$ cat config.mk
export PLATFORM = sky130hd
export DESIGN_NAME = conv_window
export DESIGN_NICKNAME = d
export VERILOG_FILES = /design/src/hdl/conv_pkg.sv /design/src/hdl/conv_window.sv
export SDC_FILE = /design/constraint.sdc
export NUM_CORES = 2
export LEC_CHECK = 0
export BUFFER_PORTS_ARGS = -buffer_cell sky130_fd_sc_hd__buf_2
export CAP_MARGIN = 20
export CORE_MARGIN = 5
export CORE_UTILIZATION = 48
export CTS_BUF_LIST = sky130_fd_sc_hd__clkbuf_4 sky130_fd_sc_hd__clkbuf_8
export CTS_CLUSTER_DIAMETER = 200
export DETAILED_ROUTE_END_ITERATION = 6
export GPL_TIMING_DRIVEN = 0
export SLEW_MARGIN = 25
export SYNTH_ARGS = -nofsm -noshare
export SYNTH_HDL_FRONTEND = slang
export SYNTH_SLANG_ARGS = --single-unit
$ cat constraint.sdc
create_clock -name clk -period 12.06 [get_ports clk]
set_input_delay 1.206 -clock clk [delete_from_list [all_inputs] [get_ports clk]]
set_output_delay 1.206 -clock clk [all_outputs]
set_load 0.03 [all_outputs]
$ cat src/hdl/conv_pkg.sv
`default_nettype none

package conv_pkg;

  // ==================================================
  // Stream control word
  // ==================================================

  typedef struct packed {
    logic start;  // First beat of a pass
    logic valid;
    logic stop;   // Last beat of a pass
  } ctrl_t;

  typedef enum logic [1:0] {
    CORE_WAIT,
    CORE_NETWORK,  // One setup cycle after a command
    CORE_INPUT,
    CORE_OUTPUT
  } core_state_t;

  // ==================================================
  // Fixed sizes and latencies
  // ==================================================

  localparam int KMAX    = 3;  // Largest kernel side
  localparam int D_CONV  = 2;  // Window multiply and adder stages
  localparam int D_ACCUM = 2;  // Feature memory read then write

endpackage

`default_nettype wire

$ cat src/hdl/conv_window.sv
`timescale 1ns/10ps
`default_nettype none

module conv_window
  import conv_pkg::*;
#(
  parameter int LWIDTH = 6,
  parameter int DWIDTH = 8,
  parameter int SWIDTH = 24
) (
  input  wire logic                                  clk,
  input  wire logic                                  xrst,
  input  wire ctrl_t                                 in_ctrl,
  input  wire logic signed [DWIDTH-1:0]              in_pixel,
  input  wire logic [KMAX-1:0][KMAX-1:0][DWIDTH-1:0] weights,
  input  wire logic [LWIDTH-1:0]                     cur_img_size,
  input  wire logic [LWIDTH-1:0]                     cur_conv_size,
  input  wire ctrl_t                                 win_ctrl,
  output logic signed [SWIDTH-1:0]                   win_sum
);

  localparam int LDEPTH = 2**LWIDTH;

  logic signed [DWIDTH-1:0]   lines [0:KMAX-2][0:LDEPTH-1];  // Entry 0 is the previous row
  logic signed [DWIDTH-1:0]   win   [0:KMAX-1][0:KMAX-1];
  logic signed [DWIDTH-1:0]   wk    [0:KMAX-1][0:KMAX-1];
  logic signed [2*DWIDTH-1:0] prod  [0:KMAX-1][0:KMAX-1];
  logic signed [SWIDTH-1:0]   sum_c;
  logic [LWIDTH-1:0]          col_q;
  logic [LWIDTH-1:0]          col;
  logic                       prod_v;

  // ==================================================
  // Line buffers and window
  // ==================================================

  assign col = in_ctrl.start ? '0 : col_q;

  always_ff @(posedge clk) begin
    if (!xrst)
      col_q <= '0;
    else if (in_ctrl.valid)
      col_q <= (col == cur_img_size - 1'b1) ? '0 : col + 1'b1;
  end

  always_ff @(posedge clk) begin
    if (in_ctrl.valid) begin
      lines[0][col] <= in_pixel;
      for (int i = 1; i < KMAX-1; i++)
        lines[i][col] <= lines[i-1][col];
      for (int r = 0; r < KMAX; r++)
        for (int c = 0; c < KMAX-1; c++)
          win[r][c] <= win[r][c+1];
      // Newest column enters on the right, oldest row on top
      for (int r = 0; r < KMAX-1; r++)
        win[r][KMAX-1] <= lines[KMAX-2-r][col];
      win[KMAX-1][KMAX-1] <= in_pixel;
    end
  end

  // ==================================================
  // Weights
  // ==================================================

  always_ff @(posedge clk) begin
    if (in_ctrl.start && in_ctrl.valid) begin
      if (cur_conv_size == KMAX) begin
        for (int r = 0; r < KMAX; r++)
          for (int c = 0; c < KMAX; c++)
            wk[r][c] <= weights[r][c];
      end else begin
        // A 2x2 kernel sits in the lower right corner of the window
        for (int i = 0; i < KMAX; i++) begin
          wk[0][i] <= '0;
          wk[i][0] <= '0;
        end
        for (int r = 1; r < KMAX; r++)
          for (int c = 1; c < KMAX; c++)
            wk[r][c] <= weights[r-1][c-1];
      end
    end
  end

  // ==================================================
  // Multiply-accumulate
  // ==================================================

  always_ff @(posedge clk) begin
    if (win_ctrl.valid) begin
      for (int r = 0; r < KMAX; r++)
        for (int c = 0; c < KMAX; c++)
          prod[r][c] <= wk[r][c] * win[r][c];
    end
  end

  always_ff @(posedge clk) begin
    if (!xrst)
      prod_v <= 1'b0;
    else
      prod_v <= win_ctrl.valid;
  end

  always_comb begin
    sum_c = '0;
    for (int r = 0; r < KMAX; r++)
      for (int c = 0; c < KMAX; c++)
        sum_c = sum_c + prod[r][c];
  end

  always_ff @(posedge clk) begin
    if (prod_v)
      win_sum <= sum_c;
  end

endmodule

`default_nettype wire

==> summary.md <==
| Metric | Value |
|---|---|
| CTS Hold Bufs | 0 |
| # IOs | 124 |
| Die area | 166,000 um^2 |
| Seq pwr share | 0.301 |
| Syn avg cell area | 13.0 um^2 |
| Final setup fails | 0 |
| Power Density | 239 nW/um^2 |
| Post-cts resize count | 0 |
| Hold_ws | 0.506 ns |
| Max IR drop VDD | 0.000544 V |
| Sequential-to-total area share from yosys stat | 0.525 |
| Net Count, Synth | 6,812 |
| FF/Latch Area | 39,900 um^2 |
| WP data required | 12.76 ns |
| Area after DPL | 81,000 um^2 |
| # DRC | 1 |
| Rows | 146 |
| Layout cells sized above 1 | 0.131 |
| Max_slew headroom | 0.166 |
| Max-Cap Viols | 0 |
| Starting Density | 0.481 |
| Setup Skew | 0.0992 ns |
| Layout Cells excl Fill | 8,502 |
| Clk network pwr share | 0.203 |
| Filler Cells Inserted | 13,500 |
| Wirelength per Cell | 31.4 um |
| Area Growth Syn to Fin | 12.8% |
| Failing checks | DRC |
| # port buffers | 120 |
| Largest net degree at the start of global routing | 97 |
| DR vias | 50,200 |
| Worst EP arrival | 6.73 ns |
| Chip Height | 408 um |
| Routability cong. | 1.07 |
| CP Launch Type | primary input |
| GRT Resource Usage Total | 0.319 |
| Placed cells | 8,085 |
| RR Startpoint | col_q[0] |
| Final nets | 7,229 |
| Post-route antenna net violation count | 0 |
| Hold path endpoint | wk[0][6] |
| First-pass GRT wire length | 373 mm |
| Total grt overflow | 0 |
| RSZ-0062 raised after global routing | false |
| Max-slew violations | 0 |
| Clock transition at path regs | 0.06 ns |
| DRT iter0 DRCs | 6,511 |
| Peak Freq | 166 MHz |
| Worst hold path type | in -> reg |
| DRT Wirelength | 267 mm |
| Reg-to-Reg End | lines[0][980] |
| Most frequent cells in the layout | 1,296 x edfxtp_1, 888 x inv_1, 610 x fa_1, 382 x and2_1, 364 x nand2_1 |
| Commonest non-fill, non-tap cell in the layout | edfxtp_1 |
| Primary FF master, synth | edfxtp_1 |
| Status | finished, violations left |
| Crit Path Category | in -> reg |
| Core area | 158,000 um^2 |
| Post-CTS setup buffer count | 0 |
| CTS Buf Count | 220 |
| Vias per cell | 5.91 |
| Post-synth EDFFs | 1,296 |
| Crit share post-route | 0.500 |
| Root Buffer | clkbuf_8 |
| Register-to-register setup slack | 6.04 ns |
| Vias in the first global route | 50,300 |
| Ys async rst share | 0 |
| Hold wc startpoint | weights[22] |
| CP Max Fanout | 12 |
| Slew @ Worst Pin | 1.25 ns |
| Post-DP HPWL | 190 mm |
| Number of synthesis warnings | 0 |
| Clk_lat worst skew | 1.02 ns |
| Post-layout min period | 6.03 ns |
| Library cells used by synthesis | 71 |
| Fin area | 85,600 um^2 |
| Worst Setup End Kind | flip-flop |
| Total iterations of the first detailed-routing run | 7 |
| Power share of the combinational group | 0.496 |
| Multi-input logic area | 32,500 um^2 |
| Pleak | 32.9 nW |
| Cell area after synthesis | 75,900 um^2 |
| Syn Inst Count | 5,818 |
| Internal | 12.4 mW |
| NetSw | 8.05 mW |
| Register bit total from synthesis | 1,343 |
| Clock Sinks | 1,343 |
| Maximum root-to-sink buffer count | 3 |
| H-Tree Level Count | 4 |
| Initial antenna violation count | 16 |
| CTS tree | done |
| Die X-Extent | 408 um |
| Switching Fraction | 0.393 |
| R2R depth | 12 |
| Hold depth | 3 |
| Hold Vio Cnt, Final | 0 |
## per-stage QoR
| stage | utilization | TNS (ns) | worst slack, ns | power (mW) |
|---|---|---|---|---|
| finish | 0.542 | 0 | 6.03 | 20.5 |
| global route | 0.542 | 0 | 6.11 | 22.1 |
| CTS | 0.542 | 0 | 6.13 | 20.5 |
| detailed placement | 0.513 | 0 | 5.36 | 16.4 |
| global placement | 0.501 | -326.09 | -5.02 | 16.2 |
| floorplan | - | 0 | 4.43 | 13.8 |
## flip-flops by register name (all words and copies together) (netlist names)
name and flops:
prod_v 1, col_q 6, win_sum 24, lines 1024, wk 72, prod 144, win 72
## worst max path at each step
stage / slack, ns / depth (start not counted) / start / to
final: 6.03 / 13 / in_ctrl[2] / lines[0][980]
after global routing: 6.11 / 15 / win[0][0] / prod[0][15]
after CTS: 6.13 / 15 / win[0][1] / prod[0][15]
after detailed placement: 5.36 / 13 / in_ctrl[2] / lines[0][964]
after global placement: -5.02 / 10 / in_ctrl[2] / lines[0][1023]
after floorplan: 4.43 / 9 / in_ctrl[2] / lines[0][1007]
## cells by family after synthesis
logic type,synth area share
DFF,0.525
and+or+nand+nor,0.0832
buffers and inverters,0.0541
adders and majority gates,0.208
AOI/OAI and AO/OA,0.0753
muxes,0.0366
xor gates and xnor gates,0.0175
## Yosys cell counts (13+ instances only)
cell type | n | share of area
o21a_1 | 17 | 0.0017
a21oi_1 | 164 | 0.011
xnor2_1 | 131 | 0.015
edfxtp_1 | 1296 | 0.51
a22o_1 | 13 | 0.0015
o21ai_0 | 178 | 0.012
mux2_2 | 72 | 0.011
nor2b_1 | 43 | 0.0035
buf_4 | 13 | 0.0013
inv_1 | 889 | 0.044
dfxtp_1 | 47 | 0.012
fa_1 | 610 | 0.16
and2_1 | 382 | 0.031
nor3_1 | 39 | 0.0026
a211oi_1 | 31 | 0.0031
and3_1 | 17 | 0.0014
a31oi_1 | 13 | 0.0011
a222oi_1 | 36 | 0.0047
a21boi_0 | 15 | 0.0015
a22oi_1 | 142 | 0.014
a32oi_1 | 17 | 0.0020
ha_1 | 284 | 0.047
buf_2 | 49 | 0.0032
mux4_2 | 14 | 0.0042
nor2_1 | 265 | 0.013
xor2_1 | 21 | 0.0024
nand2_1 | 364 | 0.018
mux2i_1 | 165 | 0.022
nand2b_1 | 58 | 0.0048
nand3_1 | 28 | 0.0018
buf_1 | 20 | 0.00099
a221oi_1 | 48 | 0.0055
o221ai_1 | 21 | 0.0024
o22ai_1 | 75 | 0.0062
clkbuf_1 | 87 | 0.0043
## cell type report
cell class | count | area share
multi-input cells | 3414 | 0.380
clock buffers | 281 | 0.0411
well taps | 2072 | 0.0303
repair buffers | 195 | 0.0225
clock inverters | 122 | 0.0116
inverters | 890 | 0.0390
diodes | 14 | 0.000409
plain buffers | 171 | 0.00965
flip-flops and latches | 1343 | 0.466
## critical path, stage by stage
cell,delay [ns]
buf_2,0.12
buf_2,0.30
buf_2,0.42
nand2b_1,0.32
buf_2,0.50
buf_2,0.64
o22ai_1,0.28
o31ai_1,0.90
o221ai_1,0.27
a211oi_1,0.46
nand4_1,0.68
buf_6,0.41
buf_6,0.16
## metal layers
metal  part of all wire  global-route usage  vias up
met5            0.00021                   0        -
met4              0.094               0.239        8
met3               0.10              0.0797      840
met2               0.45               0.492     2975
met1               0.36               0.389    25300
li1                   -                   -    21100
## power by group through the flow
| stage | registers (mW) | clock network, mW | logic, mW |
|---|---|---|---|
| detailed placement | 6.26 | 0 | 10.2 |
| global placement | 6.28 | 0 | 9.89 |
| global route | 6.18 | 4.39 | 11.5 |
| floorplan | 6.28 | 0 | 7.54 |
| finish | 6.16 | 4.15 | 10.1 |
| CTS | 6.17 | 4.16 | 10.2 |
(Power assumes the default switching activity.)
