File: src/hdl/conv_pkg.sv
`default_nettype none

package conv_pkg;

  // ==================================================
  // Stream control word
  // ==================================================

  typedef struct packed {
    logic start;  // First beat of a pass
    logic valid;
    logic stop;   // Last beat of a pass
  } ctrl_t;

  typedef enum logic [1:0] {
    CORE_WAIT,
    CORE_NETWORK,  // One setup cycle after a command
    CORE_INPUT,
    CORE_OUTPUT
  } core_state_t;

  // ==================================================
  // Fixed sizes and latencies
  // ==================================================

  localparam int KMAX    = 3;  // Largest kernel side
  localparam int D_CONV  = 2;  // Window multiply and adder stages
  localparam int D_ACCUM = 2;  // Feature memory read then write

endpackage

`default_nettype wire

File: src/hdl/conv_ctrl.sv
`timescale 1ns/10ps
`default_nettype none

module conv_ctrl
  import conv_pkg::*;
#(
  parameter int LWIDTH = 6,
  parameter int FACCUM = 10
) (
  input  wire logic              clk,
  input  wire logic              xrst,
  input  wire ctrl_t             in_ctrl,
  input  wire core_state_t       core_state,
  input  wire logic [LWIDTH-1:0] cur_img_size,
  input  wire logic [LWIDTH-1:0] cur_conv_size,
  input  wire logic              first_input,
  input  wire logic              last_input,
  output ctrl_t                  win_ctrl,
  output logic                   feat_we,
  output logic                   feat_rst,
  output logic [FACCUM-1:0]      feat_addr,
  output logic [FACCUM-1:0]      feat_addr_d1,
  output logic                   rd_en,
  output ctrl_t                  out_ctrl
);

  localparam int DOUT = D_CONV + D_ACCUM;

  logic [LWIDTH-1:0]   x_q;
  logic [LWIDTH-1:0]   y_q;
  logic [LWIDTH-1:0]   fea_size;
  logic [LWIDTH-1:0]   lim;
  logic [2*LWIDTH-1:0] fea_area;
  logic                x_end;
  logic                y_end;
  logic                in_pix;
  logic                out_pos;
  logic                first_q;
  logic                last_q;
  logic                out_go;    // Last window of the final channel has gone by
  logic                wait_q;    // Output positions are all issued
  logic [D_CONV-1:0]   we_pipe;
  logic [D_CONV-1:0]   rst_pipe;
  logic [FACCUM-1:0]   addr_pipe [0:D_CONV];
  ctrl_t               out_pipe  [0:DOUT-1];

  // ==================================================
  // Position counters
  // ==================================================

  assign in_pix   = core_state == CORE_INPUT && in_ctrl.valid;
  assign out_pos  = core_state == CORE_OUTPUT && out_go && !wait_q;
  assign lim      = (core_state == CORE_OUTPUT) ? fea_size : cur_img_size;
  assign x_end    = x_q == lim - 1'b1;
  assign y_end    = y_q == lim - 1'b1;
  assign fea_area = fea_size * fea_size;

  always_ff @(posedge clk) begin
    if (!xrst)
      fea_size <= '0;
    else if (core_state == CORE_NETWORK)
      fea_size <= cur_img_size - cur_conv_size + 1'b1;
  end

  always_ff @(posedge clk) begin
    if (!xrst) begin
      x_q <= '0;
      y_q <= '0;
    end else if (core_state == CORE_NETWORK) begin
      x_q <= '0;
      y_q <= '0;
    end else if (in_pix || out_pos) begin
      if (x_end) begin
        x_q <= '0;
        y_q <= y_end ? '0 : y_q + 1'b1;
      end else begin
        x_q <= x_q + 1'b1;
      end
    end
  end

  always_ff @(posedge clk) begin
    if (!xrst) begin
      first_q <= 1'b0;
      last_q  <= 1'b0;
      out_go  <= 1'b0;
      wait_q  <= 1'b0;
    end else begin
      first_q <= first_input;  // Lines up with the window controls
      last_q  <= last_input;
      if (core_state == CORE_NETWORK) begin
        out_go <= 1'b0;
        wait_q <= 1'b0;
      end else begin
        if (win_ctrl.stop && last_q)
          out_go <= 1'b1;
        if (out_pos && x_end && y_end)
          wait_q <= 1'b1;
      end
    end
  end

  // ==================================================
  // Window and feature memory control
  // ==================================================

  always_ff @(posedge clk) begin
    if (!xrst) begin
      win_ctrl <= '0;
    end else begin
      win_ctrl.start <= in_pix && x_q == cur_conv_size - 1'b1
                               && y_q == cur_conv_size - 1'b1;
      win_ctrl.valid <= in_pix && x_q >= cur_conv_size - 1'b1
                               && y_q >= cur_conv_size - 1'b1;
      win_ctrl.stop  <= in_pix && x_end && y_end;
    end
  end

  always_ff @(posedge clk) begin
    if (!xrst) begin
      we_pipe  <= '0;
      rst_pipe <= '0;
    end else begin
      we_pipe  <= {we_pipe[D_CONV-2:0], win_ctrl.valid};
      rst_pipe <= {rst_pipe[D_CONV-2:0], win_ctrl.valid && first_q};  // Overwrite on channel 0
    end
  end

  always_ff @(posedge clk) begin
    if (!xrst) begin
      for (int i = 0; i <= D_CONV; i++)
        addr_pipe[i] <= '0;
    end else begin
      if (win_ctrl.stop || wait_q)
        addr_pipe[0] <= '0;
      else if (win_ctrl.valid || out_pipe[0].valid)
        addr_pipe[0] <= addr_pipe[0] + 1'b1;
      for (int i = 1; i <= D_CONV; i++)
        addr_pipe[i] <= addr_pipe[i-1];
    end
  end

  assign feat_we      = we_pipe[D_CONV-1];
  assign feat_rst     = rst_pipe[D_CONV-1];
  assign feat_addr    = addr_pipe[D_CONV-1];
  assign feat_addr_d1 = addr_pipe[D_CONV];

  // ==================================================
  // Output control
  // ==================================================

  always_ff @(posedge clk) begin
    if (!xrst) begin
      for (int i = 0; i < DOUT; i++)
        out_pipe[i] <= '0;
    end else begin
      out_pipe[0].start <= out_pos && x_q == '0 && y_q == '0;
      out_pipe[0].valid <= out_pos;
      out_pipe[0].stop  <= out_pos && x_end && y_end;
      for (int i = 1; i < DOUT; i++)
        out_pipe[i] <= out_pipe[i-1];
    end
  end

  assign rd_en    = out_pipe[DOUT-2].valid;  // Loads the read word one cycle ahead of the beat
  assign out_ctrl = out_pipe[DOUT-1];

  // Reads and writes both stay inside the current feature map
  assert property (@(posedge clk) disable iff (!xrst)
    (we_pipe[D_CONV-2] || out_pipe[D_CONV-1].valid) |-> feat_addr < fea_area);

endmodule

`default_nettype wire

File: config.mk
export PLATFORM = sky130hd
export DESIGN_NAME = conv_ctrl
export DESIGN_NICKNAME = d
export VERILOG_FILES = /design/src/hdl/conv_pkg.sv /design/src/hdl/conv_ctrl.sv
export SDC_FILE = /design/constraint.sdc
export NUM_CORES = 1
export LEC_CHECK = 0
export CORE_UTILIZATION = 35
export DETAILED_ROUTE_END_ITERATION = 8
export DONT_BUFFER_PORTS = 1
export PLACE_DENSITY = 0.49
export SLEW_MARGIN = 20
export SYNTH_ARGS = -nofsm -noshare
export SYNTH_HDL_FRONTEND = slang
export SYNTH_SLANG_ARGS = --single-unit
File: constraint.sdc
create_clock -name clk -period 4 [get_ports clk]
set_clock_uncertainty 0.1 [all_clocks]
set_input_delay 0.2 -clock clk [delete_from_list [all_inputs] [get_ports clk]]
set_output_delay 0.2 -clock clk [all_outputs]
set_load 0.02 [all_outputs]
==> impl_metrics.yaml <==
global_route:
  grt_max_degree: 42
  grt_overflow: 0
  track_usage: 0.1430
  grt_pass1_wl_mm: 12.64
  grt_pass1_vias: 2465
  antenna_found_initial: 0
final_layout:
  drive_above_1_share: 0.07323
  synthToLayoutAreaGrowth_pct: 8.828
  final_area_mm2: 0.004334
  layout.nets: 435
  fill_cells: 1046
  final_cell_mix: "41 x dfxtp_1, 35 x and2_1, 30 x edfxtp_1"
  diodes: 0
  final_common_cell: "dfxtp_1"
yosys:
  seq_area_frac_synth: 0.4323
  synth-async-reset-ratio: 0
  avgSynthCellArea_um2: 10.13
  synthFlopType: "dfxtp_1"
  synth_seq_cells: 71
  yosysWarnings: 0
  synth-edff-count: 30
  synth.distinct_cells: 61
  synthCells: 393
  synth_area_mm2: 0.003983
placed_design:
  place_hpwl_mm: 5.585
  dpl_cell_area_mm2: 0.004008
  place_congestion: 0.8454
  port_buffers: 0
floorplan:
  core_mm2: 0.01098
  die_w_um: 108.7
  row_count: 38
  num_io_pins: 50
  die_area_mm2: 0.01181
  start_util: 0.3626
  fp.dieH_um: 108.7
setup_path:
  critPathKind: "reg2reg"
  worst_ep_required_time_ns: 4.14
  start_kind: "register"
  r2r_slack_ns: 1.09
  end_kind: "register"
  worstPathMaxFanout: 10
  worstPathArrival_ns: 3.05
clock_network:
  htree_levels: 3
  clock_latency_ns: 0.33
  cts-resized-gates: 0
  clk_pin_slew_ns: 0.06
  cts_inserted_buffers: 9
  cts.sinks: 71
  clockBufferDepth: 2
  cts_setup_buffers: 0
  cts_root_buf: "clkbuf_16"
  hold_buffers: 5
  cts_tree: "built"
sta:
  fmax_ghz: 0.3439
  setup_tns_ns: 0
  fin_crit_ns: 2.907
  hold_violations: 0
  worst_slew_pin_slew_ns: 0.8817
  drv_slew: 0
  rsz0062_at_grt: "no"
  setup_viol: 0
  min_period_over_period: 0.7269
  slew_headroom: 0.4119
hold_path:
  hp-class: "in2reg"
power:
  peakVddDrop_v: 0.0003153
  p_per_area_mw_per_mm2: 393.8
  power_leakage_nw: 1.785
route:
  drt_wl_total_mm: 7.737
  drt_first_iter_violations: 135
  viasPerCell: 4.836
  avgRoutedWirePerCell_um: 14.43
  drt.antenna.violating_nets: 0
  post-route-drc-count: 0
  num_vias: 2592
  first_pass_iters: 4
outcome:
  outcome: "finished, final reports clean"
run:
  maxCapViolations: 0
sequential cells by signal, summed over array words and instances, names as in the netlist, 2 cells and up:
name and count:
x_q 6, we_pipe 2, win_ctrl 3, out_pipe 12, fea_size 6, rst_pipe 2
addr_pipe 30, y_q 6
routing by layer:
layer | share of wire | global-route usage | up-vias
li1 | - | - | 1337
met1 | 0.49 | 0.1963 | 1201
met2 | 0.44 | 0.2120 | 45
met3 | 0.049 | 0.04005 | 9
met4 | 0.014 | 0.05502 | 0
met5 | 0 | 0 | -
cell usage after synthesis (all sizes together) (4+ instances only):
master / instances / area share
nor2: 25 / 0.024
and2: 36 / 0.057
buf: 22 / 0.041
nand2: 26 / 0.025
mux2i: 4 / 0.010
a21oi: 13 / 0.016
o21ai: 13 / 0.016
nand3: 18 / 0.023
a21boi: 4 / 0.0075
o21a: 4 / 0.0075
edfxtp: 30 / 0.23
a21o: 4 / 0.0075
xor2: 11 / 0.024
xnor3: 8 / 0.045
dfxtp: 41 / 0.21
nand2b: 5 / 0.0079
xnor2: 10 / 0.022
or4: 5 / 0.010
ha: 22 / 0.069
nor3: 6 / 0.010
clkbuf: 15 / 0.014
inv: 19 / 0.018
o22ai: 5 / 0.0079
logic make-up (layout without fill, tap and decap cells):
group | count (synthesis) | after routing | share of synthesized area
AOI/OAI and AO/OA | 64 | 64 | 0.1144
xor gates and xnor gates | 29 | 29 | 0.09142
adders and majority gates | 23 | 23 | 0.07414
buffers and inverters | 56 | 40 | 0.07351
DFF | 71 | 71 | 0.4323
muxes | 5 | 5 | 0.01288
other | 1 | 20 | 0.0009416
and+or+nand+nor | 144 | 144 | 0.2004
power breakdown:
group	switching, mW	internal, mW
clock	0.308	0.438
sequential	0.0275	0.778
combinational	0.0821	0.0731
total	0.417	1.29
final cells by class:
cell class | count | area (um2) | share of cell area
sequential | 71 | 1722 | 0.3972
clock inverter | 6 | 42.54 | 0.009815
clock buffer | 10 | 239.0 | 0.05514
inverter | 19 | 71.32 | 0.01645
multi-input combinational | 285 | 2039 | 0.4706
tap | 140 | 175.2 | 0.04042
timing repair buffer | 5 | 45.04 | 0.01039
critical path: stages, from the launching register on:
cell and delay, ns:
dfxtp_1 0.31, and3_1 0.18, a21oi_1 0.14, ha_1 0.25
o21a_1 0.21, xnor3_1 0.31, or4_4 0.46, nor3_4 0.44
nand3b_4 0.17, o31ai_1 0.24
final timing paths:
check                       from        endpoint  depth (start not counted)
setup reg to reg     fea_size[1]          y_q[4]                          9
setup / recovery     fea_size[1]          y_q[4]                          9
hold / removal        in_ctrl[1]     win_ctrl[0]                          2
hold reg to reg   out_pipe[1][1]  out_pipe[2][1]                          1
per-stage QoR:
| stage | hold WS, ns | instances | power (mW) | setup WS, ns | utilization |
|---|---|---|---|---|---|
| final | 0.04218 | 536 | 1.707 | 1.093 | 0.3946 |
| after global routing | 0.06122 | 536 | 1.777 | 0.8481 | 0.3946 |
| after CTS | 0.03672 | 536 | 1.731 | 1.126 | 0.3951 |
| after detailed placement | 0.2281 | 515 | 0.9678 | 1.144 | 0.3649 |
| after global placement | 0.2253 | 515 | 0.9652 | 1.144 | 0.3649 |
| after floorplan | 0.2273 | 412 | 0.9602 | 1.215 | - |
Note: power is estimated with default switching activity, not from simulation.
