[config.mk]
export PLATFORM = sky130hd
export DESIGN_NAME = layer_sequencer
export DESIGN_NICKNAME = d
export VERILOG_FILES = /design/src/hdl/conv_pkg.sv /design/src/hdl/layer_sequencer.sv
export SDC_FILE = /design/constraint.sdc
export NUM_CORES = 1
export LEC_CHECK = 0
export BUFFER_PORTS_ARGS = -buffer_cell sky130_fd_sc_hd__buf_4
export CAP_MARGIN = 25
export CORE_ASPECT_RATIO = 1.75
export CORE_UTILIZATION = 25
export DETAILED_ROUTE_END_ITERATION = 7
export GPL_ROUTABILITY_DRIVEN = 0
export SLEW_MARGIN = 30
export SYNTH_ARGS = -nofsm -noshare
export SYNTH_HDL_FRONTEND = slang
export SYNTH_SLANG_ARGS = --single-unit
[constraint.sdc]
create_clock -name clk -period 2.4 [get_ports clk]
set_input_delay 0.12 -clock clk [delete_from_list [all_inputs] [get_ports clk]]
set_output_delay 0.12 -clock clk [all_outputs]
set_load 0.03 [all_outputs]
[src/hdl/conv_pkg.sv]
`default_nettype none

package conv_pkg;

  // ==================================================
  // Stream control word
  // ==================================================

  typedef struct packed {
    logic start;  // First beat of a pass
    logic valid;
    logic stop;   // Last beat of a pass
  } ctrl_t;

  typedef enum logic [1:0] {
    CORE_WAIT,
    CORE_NETWORK,  // One setup cycle after a command
    CORE_INPUT,
    CORE_OUTPUT
  } core_state_t;

  // ==================================================
  // Fixed sizes and latencies
  // ==================================================

  localparam int KMAX    = 3;  // Largest kernel side
  localparam int D_CONV  = 2;  // Window multiply and adder stages
  localparam int D_ACCUM = 2;  // Feature memory read then write

endpackage

`default_nettype wire

[src/hdl/layer_sequencer.sv]
`timescale 1ns/10ps
`default_nettype none

module layer_sequencer
  import conv_pkg::*;
#(
  parameter int LWIDTH = 6
) (
  input  wire logic              clk,
  input  wire logic              xrst,
  input  wire logic              cmd_valid,
  input  wire logic [LWIDTH-1:0] img_size,
  input  wire logic [LWIDTH-1:0] conv_size,
  input  wire logic [LWIDTH-1:0] n_chan,
  input  wire ctrl_t             in_ctrl,
  input  wire logic              done_stop,
  output core_state_t            core_state,
  output logic                   first_input,
  output logic                   last_input,
  output logic                   busy,
  output logic [LWIDTH-1:0]      cur_img_size,
  output logic [LWIDTH-1:0]      cur_conv_size
);

  logic [LWIDTH-1:0] n_chan_q;
  logic [LWIDTH-1:0] chan_q;     // Channel pass in progress
  logic              pass_end;

  assign pass_end    = in_ctrl.valid && in_ctrl.stop;
  assign first_input = chan_q == '0;
  assign last_input  = chan_q == n_chan_q - 1'b1;
  assign busy        = core_state != CORE_WAIT;

  always_ff @(posedge clk) begin
    if (!xrst) begin
      core_state    <= CORE_WAIT;
      chan_q        <= '0;
      n_chan_q      <= '0;
      cur_img_size  <= '0;
      cur_conv_size <= '0;
    end else begin
      case (core_state)
        CORE_WAIT: begin
          if (cmd_valid) begin
            cur_img_size  <= img_size;
            cur_conv_size <= conv_size;
            n_chan_q      <= n_chan;
            chan_q        <= '0;
            core_state    <= CORE_NETWORK;
          end
        end
        CORE_NETWORK: core_state <= CORE_INPUT;
        CORE_INPUT: begin
          if (pass_end) begin
            if (last_input)
              core_state <= CORE_OUTPUT;  // Channel count stays on the last one
            else
              chan_q <= chan_q + 1'b1;
          end
        end
        CORE_OUTPUT: begin
          if (done_stop)
            core_state <= CORE_WAIT;
        end
        default: core_state <= CORE_WAIT;
      endcase
    end
  end

  // A command while a layer runs would be dropped by the FSM
  assert property (@(posedge clk) disable iff (!xrst) cmd_valid |-> !busy);

endmodule

`default_nettype wire

==> results.py, run 1 <==
metrics = {
    "setup_path": {
        "timing.critical_path.slowest_cell_delay_ns": 0.43,
        "worst_setup_path_end_kind": "output pin",
        "critical_path_depth": 8,
        "worst_r2r_path_depth": 8,
        "critical_path.top_delay_family": "simple AND/OR/NAND/NOR gates",
        "worst_path_max_delay_cell": "sky130_fd_sc_hd__or3_4",
        "cp_cell_sequence": "inv_1 > ha_1 > and2_1 > o21ai_0 > nand4_1 > or3_4 > inv_1 > buf_4",
        "critPathMaxFanout": 8,
        "worst_setup_path_start_kind": "register",
        "timing.critical_path.required_ns": 2.28,
        "crit_buf_inv": 3,
        "timing.critical_path.mode_cell": "sky130_fd_sc_hd__inv_1",
        "critical_path_arrival_ns": 2.07,
        "worstSetupPathType": "register to output pin",
    },
    "synth": {
        "synth.most_common_cell": "sky130_fd_sc_hd__nand2_1",
        "post_synth_top_cells": "44 x sky130_fd_sc_hd__nand2_1, 26 x sky130_fd_sc_hd__dfxtp_1, 18 x sky130_fd_sc_hd__a21boi_0, 14 x sky130_fd_sc_hd__inv_1",
        "synth-seq-cells": 26,
        "post-synth-top-area-fraction_pct": 38.9,
        "synth_enable_flop_cells": 0,
        "mapped_avg_cell_area_um2": 8.11,
        "dominantRegCellSynth": "sky130_fd_sc_hd__dfxtp_1",
        "synth_area_leaders": "sky130_fd_sc_hd__dfxtp_1 39%, sky130_fd_sc_hd__nand2_1 12%, sky130_fd_sc_hd__a21boi_0 10%",
        "yosysWarningCount": 0,
        "synth_nets": 196,
        "post_synth_design_cell_area_um2": 1340,
        "library_cells_used_by_synthesis": 34,
        "gate_count_of_the_mapped_netlist": 165,
        "async_flop_share_pct": 0,
        "synth.yosys.seq_area_share_pct": 38.9,
        "synth.largest_area_cell": "sky130_fd_sc_hd__dfxtp_1",
    },
    "global_routing": {
        "total_global_route_track_usage_pct": 12.2,
        "grt-ovfl-total": 0,
        "first_pass_grt_wire_length_mm": 5.40,
        "grt_max_degree": 27,
        "antenna_found_initial": 0,
        "vias_in_the_first_global_route": 1275,
    },
    "power": {
        "peakVddDrop_mv": 0.513,
        "share_comb_of_total_power_pct": 38.7,
        "switching_power_share_of_the_total_pct": 36.5,
        "internal_power_component_uw": 942,
        "power_leakage_nw": 0.765,
        "pwr-share-seq_pct": 36.4,
        "p_clk_share_pct": 24.9,
        "powerDensity_nw_per_um2": 845,
        "switching_power_uw": 542,
    },
    "hold_path": {
        "hold_path.class": "input pin to register",
        "hold_path_depth": 3,
    },
    "clock_network": {
        "clock_latency_ns": 0.27,
        "path_clk_slew_ns": 0.10,
        "clockBufferDepth": 2,
        "clockRootBuffer": "sky130_fd_sc_hd__clkbuf_8",
        "tritoncts": "yes",
        "cts_max_level": 1,
        "cts.sinks": 26,
        "cts_buffers": 3,
    },
    "status": {
        "violations": "design-rule violations",
        "outcome": "complete, but fails checks",
    },
    "timing": {
        "setup_repair_after_global_routing_missed_its_margin": "no",
        "final-setup-viol-count": 0,
        "timing.final.crit_period_ns": 2.19,
        "timing.setup.tns_ns": 0,
        "finalHoldViolCount": 0,
        "drv_slew": 0,
        "clock-skew-final_ns": 0.00351,
        "max-slew-margin-rel_pct": 55.2,
        "final.period_utilization_pct": 91.4,
        "fmax_mhz": 456,
        "worst_pin_slew_ns": 0.672,
    },
    "route": {
        "routed_wirelength_mm": 3.15,
        "post_route_drc": 2,
        "detailroute.via_count": 1222,
        "firstDrtPassIters": 6,
        "remaining_antenna_violation_count": 0,
        "average_detailed_routed_wire_length_per_instance_um": 12.2,
        "drt-vias-per-instance": 4.74,
        "drt_iter0_markers": 23,
    },
    "final_layout": {
        "antenna-diode-count": 0,
        "final_net_count": 236,
        "area_growth_syn_to_layout_pct": 31.2,
        "fraction_of_layout_instances_using_a_drive_strength_above_1_pct": 24.0,
        "finalCoreUtilization_pct": 34.7,
    },
    "floorplan": {
        "dieArea_um2": 5660,
        "die_height_um": 98.8,
        "fp.dieW_um": 57.3,
        "floorplan.initialDensity_pct": 26.4,
        "io-pin-count": 42,
        "rows": 34,
        "placeableCoreArea_um2": 5060,
    },
    "placement": {
        "buffer_ports.inserted": 40,
        "detailed_placement_hpwl_mm": 2.28,
    },
    "flow_run": {
        "timing.max_cap.violations": 0,
    },
}
## path summary, 6_finish.rpt
check / end / startpoint / slack, ns
worst max-delay path: last_input / n_chan_q[1] / 0.21
worst min-delay path: cur_img_size[0] / img_size[0] / 0.09
worst max register to register: chan_q[3] / n_chan_q[1] / 0.24
worst min register to register: cur_img_size[2] / cur_img_size[2] / 0.47
## per-layer routing
layer	up-vias	wire [um]	track usage, %
met1	552	1320	13.0
met5	-	0	0
met2	30	1650	22.4
met3	8	85	1.18
met4	0	104	7.32
li1	632	-	-
## worst min-delay path: cells and delay by family
kind	cells	cell delay, ns
AO/OA/AOI/OAI	1	0.06
buffers and inverters	1	0.11
AND/OR/NAND/NOR	1	0.04
## power by group through the flow
stage | clock network [mW] | logic (mW) | registers (mW)
finish | 0.370 | 0.574 | 0.540
global route | 0.391 | 0.638 | 0.549
CTS | 0.380 | 0.583 | 0.542
detailed placement | 0 | 0.581 | 0.552
global placement | 0 | 0.580 | 0.551
floorplan | 0 | 0.302 | 0.630
## metrics by stage
step                      power [mW]  cell area (um^2)  cells  setup WS, ns  hold WS (ns)
after global routing            1.58              1760    258        0.0384        0.0883
after floorplan                0.932              1340    165         0.218         0.265
after CTS                       1.51              1750    258        0.0826        0.0868
after detailed placement        1.13              1680    254         0.150         0.390
final                           1.48              1760    258         0.206        0.0909
after global placement          1.13              1680    254         0.189         0.380
## cells by family (layout without fill, tap and decap cells)
family | after synthesis | after routing | share of synthesized area (%)
muxes | 1 | 1 | 0.748
buffers and inverters | 21 | 60 | 7.01
and+or+nand+nor | 67 | 67 | 23.0
AOI/OAI and AO/OA | 38 | 38 | 20.8
adders and majority gates | 6 | 6 | 5.61
DFF | 26 | 26 | 38.9
xor gates and xnor gates | 6 | 6 | 3.93
## flip-flops by register name (all words and copies together), names as in the netlist
name,count
cur_img_size,6
core_state,2
chan_q,6
n_chan_q,6
cur_conv_size,6
## cell type report
cell class              instances  area, um^2
clock buffers                   3        41.3
multi-input cells             118         729
inverters                      14        52.6
clock inverters                 1        30.0
flip-flops and latches         26         520
repair buffers                 42         315
well taps                      54        67.6
fillers                       538        3310
## what timing repair did
| action | 4_1_cts | 5_1_grt |
|---|---|---|
| buffers inserted | 0 | 0 |
| resized for setup | 0 | 1 |
| setup endpoints to repair | 0 | 7 |
| hold buffers | 0 | 0 |
| hold endpoints to repair | 0 | 0 |
## placed cells by master, fill, tap and decap left out, types with 2 or more instances in the layout
cell type                  netlist  layout
sky130_fd_sc_hd__a21boi_0       18      18
sky130_fd_sc_hd__a21oi_1         2       2
sky130_fd_sc_hd__and2_1          3       3
sky130_fd_sc_hd__and3_1          2       2
sky130_fd_sc_hd__buf_4           0      42
sky130_fd_sc_hd__clkbuf_8        0       3
sky130_fd_sc_hd__dfxtp_1        26      26
sky130_fd_sc_hd__ha_1            6       6
sky130_fd_sc_hd__inv_1          14      14
sky130_fd_sc_hd__nand2_1        44      44
sky130_fd_sc_hd__nand3_1         4       4
sky130_fd_sc_hd__nor2_1          4       4
sky130_fd_sc_hd__nor3_1          2       2
sky130_fd_sc_hd__o211ai_1        2       2
sky130_fd_sc_hd__o21a_1          2       2
sky130_fd_sc_hd__o21ai_0         6       6
sky130_fd_sc_hd__xnor2_1         2       2
sky130_fd_sc_hd__xor2_1          4       4
No activity file was read; power rests on OpenSTA's default activity.
==> run 2, diff against run 1 <==
--- a/config.mk
+++ b/config.mk
@@ -9,6 +9,7 @@
 export CAP_MARGIN = 25
 export CORE_ASPECT_RATIO = 1.75
 export CORE_UTILIZATION = 25
+export CTS_BUF_LIST = sky130_fd_sc_hd__clkbuf_4
 export DETAILED_ROUTE_END_ITERATION = 7
 export GPL_ROUTABILITY_DRIVEN = 0
 export SLEW_MARGIN = 30
==> run 2 against run 1 <==
The flow still finishes with violations (design-rule violations). Via count is 1.7% lower. Total power is 4.4% lower. Fmax is 1.1% lower. First-iteration DRC count is 26% lower. Critical path depth stayed put. Combinational power hardly changed. Sequential share of layout area is 0.33 points higher. Critical path type unchanged. Critical endpoint unchanged. Largest cell class unchanged. Largest power group unchanged.
==> results.py, run 2 (synthesis gave the netlist of run 1 again) <==
metrics = {
    "timing": {
        "worst_pin_slew_ns": 0.673,
        "timing.final.crit_period_ns": 2.22,
        "final.period_utilization_pct": 92.4,
        "max-slew-margin-rel_pct": 55.1,
        "final-setup-viol-count": 0,
        "timing.setup.tns_ns": 0,
        "drv_slew": 0,
        "finalHoldViolCount": 0,
        "worst_slack_ns": 0.183,
        "setup_repair_after_global_routing_missed_its_margin": "no",
        "clock-skew-final_ns": 0.00274,
        "fmax_mhz": 451,
    },
    "floorplan": {
        "die_height_um": 98.8,
        "rows": 34,
        "fp.dieW_um": 57.3,
        "placeableCoreArea_um2": 5060,
        "floorplan.initialDensity_pct": 26.4,
        "io-pin-count": 42,
        "dieArea_um2": 5660,
    },
    "power": {
        "share_comb_of_total_power_pct": 40.4,
        "switching_power_share_of_the_total_pct": 37.4,
        "pwr-share-seq_pct": 38.1,
        "tot_pwr_mw": 1.42,
        "peakVddDrop_mv": 0.490,
        "p_clk_share_pct": 21.4,
        "internal_power_component_uw": 889,
        "power_leakage_nw": 0.758,
        "switching_power_uw": 530,
        "powerDensity_nw_per_um2": 815,
    },
    "route": {
        "routed_wirelength_mm": 3.07,
        "firstDrtPassIters": 6,
        "post_route_drc": 2,
        "remaining_antenna_violation_count": 0,
        "detailroute.via_count": 1201,
        "drt_iter0_markers": 17,
        "average_detailed_routed_wire_length_per_instance_um": 11.8,
        "drt-vias-per-instance": 4.64,
    },
    "final_layout": {
        "area_growth_syn_to_layout_pct": 30.1,
        "stdcell_count": 259,
        "finalCoreUtilization_pct": 34.4,
        "most-common-layout-cells": "44 x sky130_fd_sc_hd__nand2_1, 42 x sky130_fd_sc_hd__buf_4, 25 x sky130_fd_sc_hd__dfxtp_1, 18 x sky130_fd_sc_hd__a21boi_0, 14 x sky130_fd_sc_hd__inv_1",
        "fraction_of_layout_instances_using_a_drive_strength_above_1_pct": 24.5,
        "most_frequent_standard_cell_in_the_layout_excluding_fill_and_tap_cells": "sky130_fd_sc_hd__nand2_1",
        "final_net_count": 236,
    },
    "placement": {
        "detailed_placement_hpwl_mm": 2.28,
        "pre_cts_ws_ns": 0.150,
        "buffer_ports.inserted": 40,
        "numPlacedInstances": 254,
    },
    "setup_path": {
        "worst_r2r_path_depth": 8,
        "reg2reg_from": "n_chan_q[1]",
        "critPathMaxFanout": 8,
        "critical_path_arrival_ns": 2.10,
        "worstSetupStartpoint": "n_chan_q[1]",
        "regToRegEndpoint": "chan_q[3]",
        "endpoint": "last_input",
        "timing.critical_path.required_ns": 2.28,
        "worstSetupPathType": "register to output pin",
        "worst_setup_path_start_kind": "register",
        "worst_setup_path_end_kind": "output pin",
        "timing.reg2reg.setup_slack_ns": 0.28,
    },
    "flow_run": {
        "timing.max_cap.violations": 0,
    },
    "global_routing": {
        "grt-ovfl-total": 0,
        "antenna_found_initial": 1,
        "grt_max_degree": 27,
        "vias_in_the_first_global_route": 1257,
        "total_global_route_track_usage_pct": 12.0,
        "first_pass_grt_wire_length_mm": 5.35,
    },
    "hold_path": {
        "hold_path.class": "input pin to register",
    },
    "clock_network": {
        "path_clk_slew_ns": 0.14,
        "cts_buffers": 3,
        "clockRootBuffer": "sky130_fd_sc_hd__clkbuf_4",
        "clock_latency_ns": 0.32,
        "cts_max_level": 1,
        "cts.sinks": 26,
        "tritoncts": "yes",
        "clockBufferDepth": 2,
        "postCtsSetupRepairBufs": 0,
    },
    "status": {
        "violations": "design-rule violations",
        "outcome": "complete, but fails checks",
    },
}
## run 2: cell count changes in the layout (fill, tap and decap cells not counted)
cell,previous run,this run
sky130_fd_sc_hd__diode_2,0,1
sky130_fd_sc_hd__dfxtp_2,0,1
sky130_fd_sc_hd__clkbuf_4,0,3
sky130_fd_sc_hd__dfxtp_1,26,25
sky130_fd_sc_hd__clkbuf_8,3,0
## run 2: how the worst min path moves through the flow
stage / end / depth (start not counted) / from
after floorplan: cur_conv_size[0] / 2 / conv_size[0]
after global placement: cur_img_size[4] / 3 / img_size[4]
after detailed placement: cur_img_size[3] / 3 / img_size[3]
after CTS: cur_img_size[3] / 3 / img_size[3]
after global routing: cur_img_size[4] / 3 / img_size[4]
final: n_chan_q[1] / 3 / n_chan[1]
## run 2: repair_timing
item / 4_1_cts / 5_1_grt
gates resized for setup: 0 / 2
hold buffers: 0 / 0
endpoints found under the setup margin: 0 / 7
## run 2: layer usage
layer,GRT usage [%],routed length (um),vias to the layer above
li1,-,-,634
met1,12.9,1250,538
met2,22.4,1650,23
met3,0.787,71,6
met4,6.75,92,0
met5,0,0,-
## run 2: area by class of cell
cell class,instances,area (um^2)
Antenna cell,1,2.50
Timing Repair Buffer,42,315
Clock inverter,1,30.0
Fill cell,540,3320
Inverter,14,52.6
Clock buffer,3,22.5
Sequential cell,26,522
Tap cell,54,67.6
Multi-Input combinational cell,118,729
## run 2: critical path: stages (launching register included)
cell	delay [ns]
sky130_fd_sc_hd__dfxtp_2	0.39
sky130_fd_sc_hd__inv_1	0.05
sky130_fd_sc_hd__ha_1	0.20
sky130_fd_sc_hd__and2_1	0.17
sky130_fd_sc_hd__o21ai_0	0.16
sky130_fd_sc_hd__nand4_1	0.11
sky130_fd_sc_hd__or3_4	0.43
sky130_fd_sc_hd__inv_1	0.10
sky130_fd_sc_hd__buf_4	0.16
## run 2: power groups by stage
stage	clock network, mW	logic [mW]	registers, mW
floorplan	0	0.302	0.630
global placement	0	0.580	0.551
detailed placement	0	0.581	0.552
CTS	0.318	0.583	0.542
global route	0.334	0.638	0.550
finish	0.304	0.574	0.541
## run 2: metrics by stage
stage	area (um^2)	hold slack, ns
after global routing	1740	0.00251
after global placement	1680	0.380
after CTS	1730	0.0138
final	1740	0.0269
after floorplan	1340	0.265
after detailed placement	1680	0.390
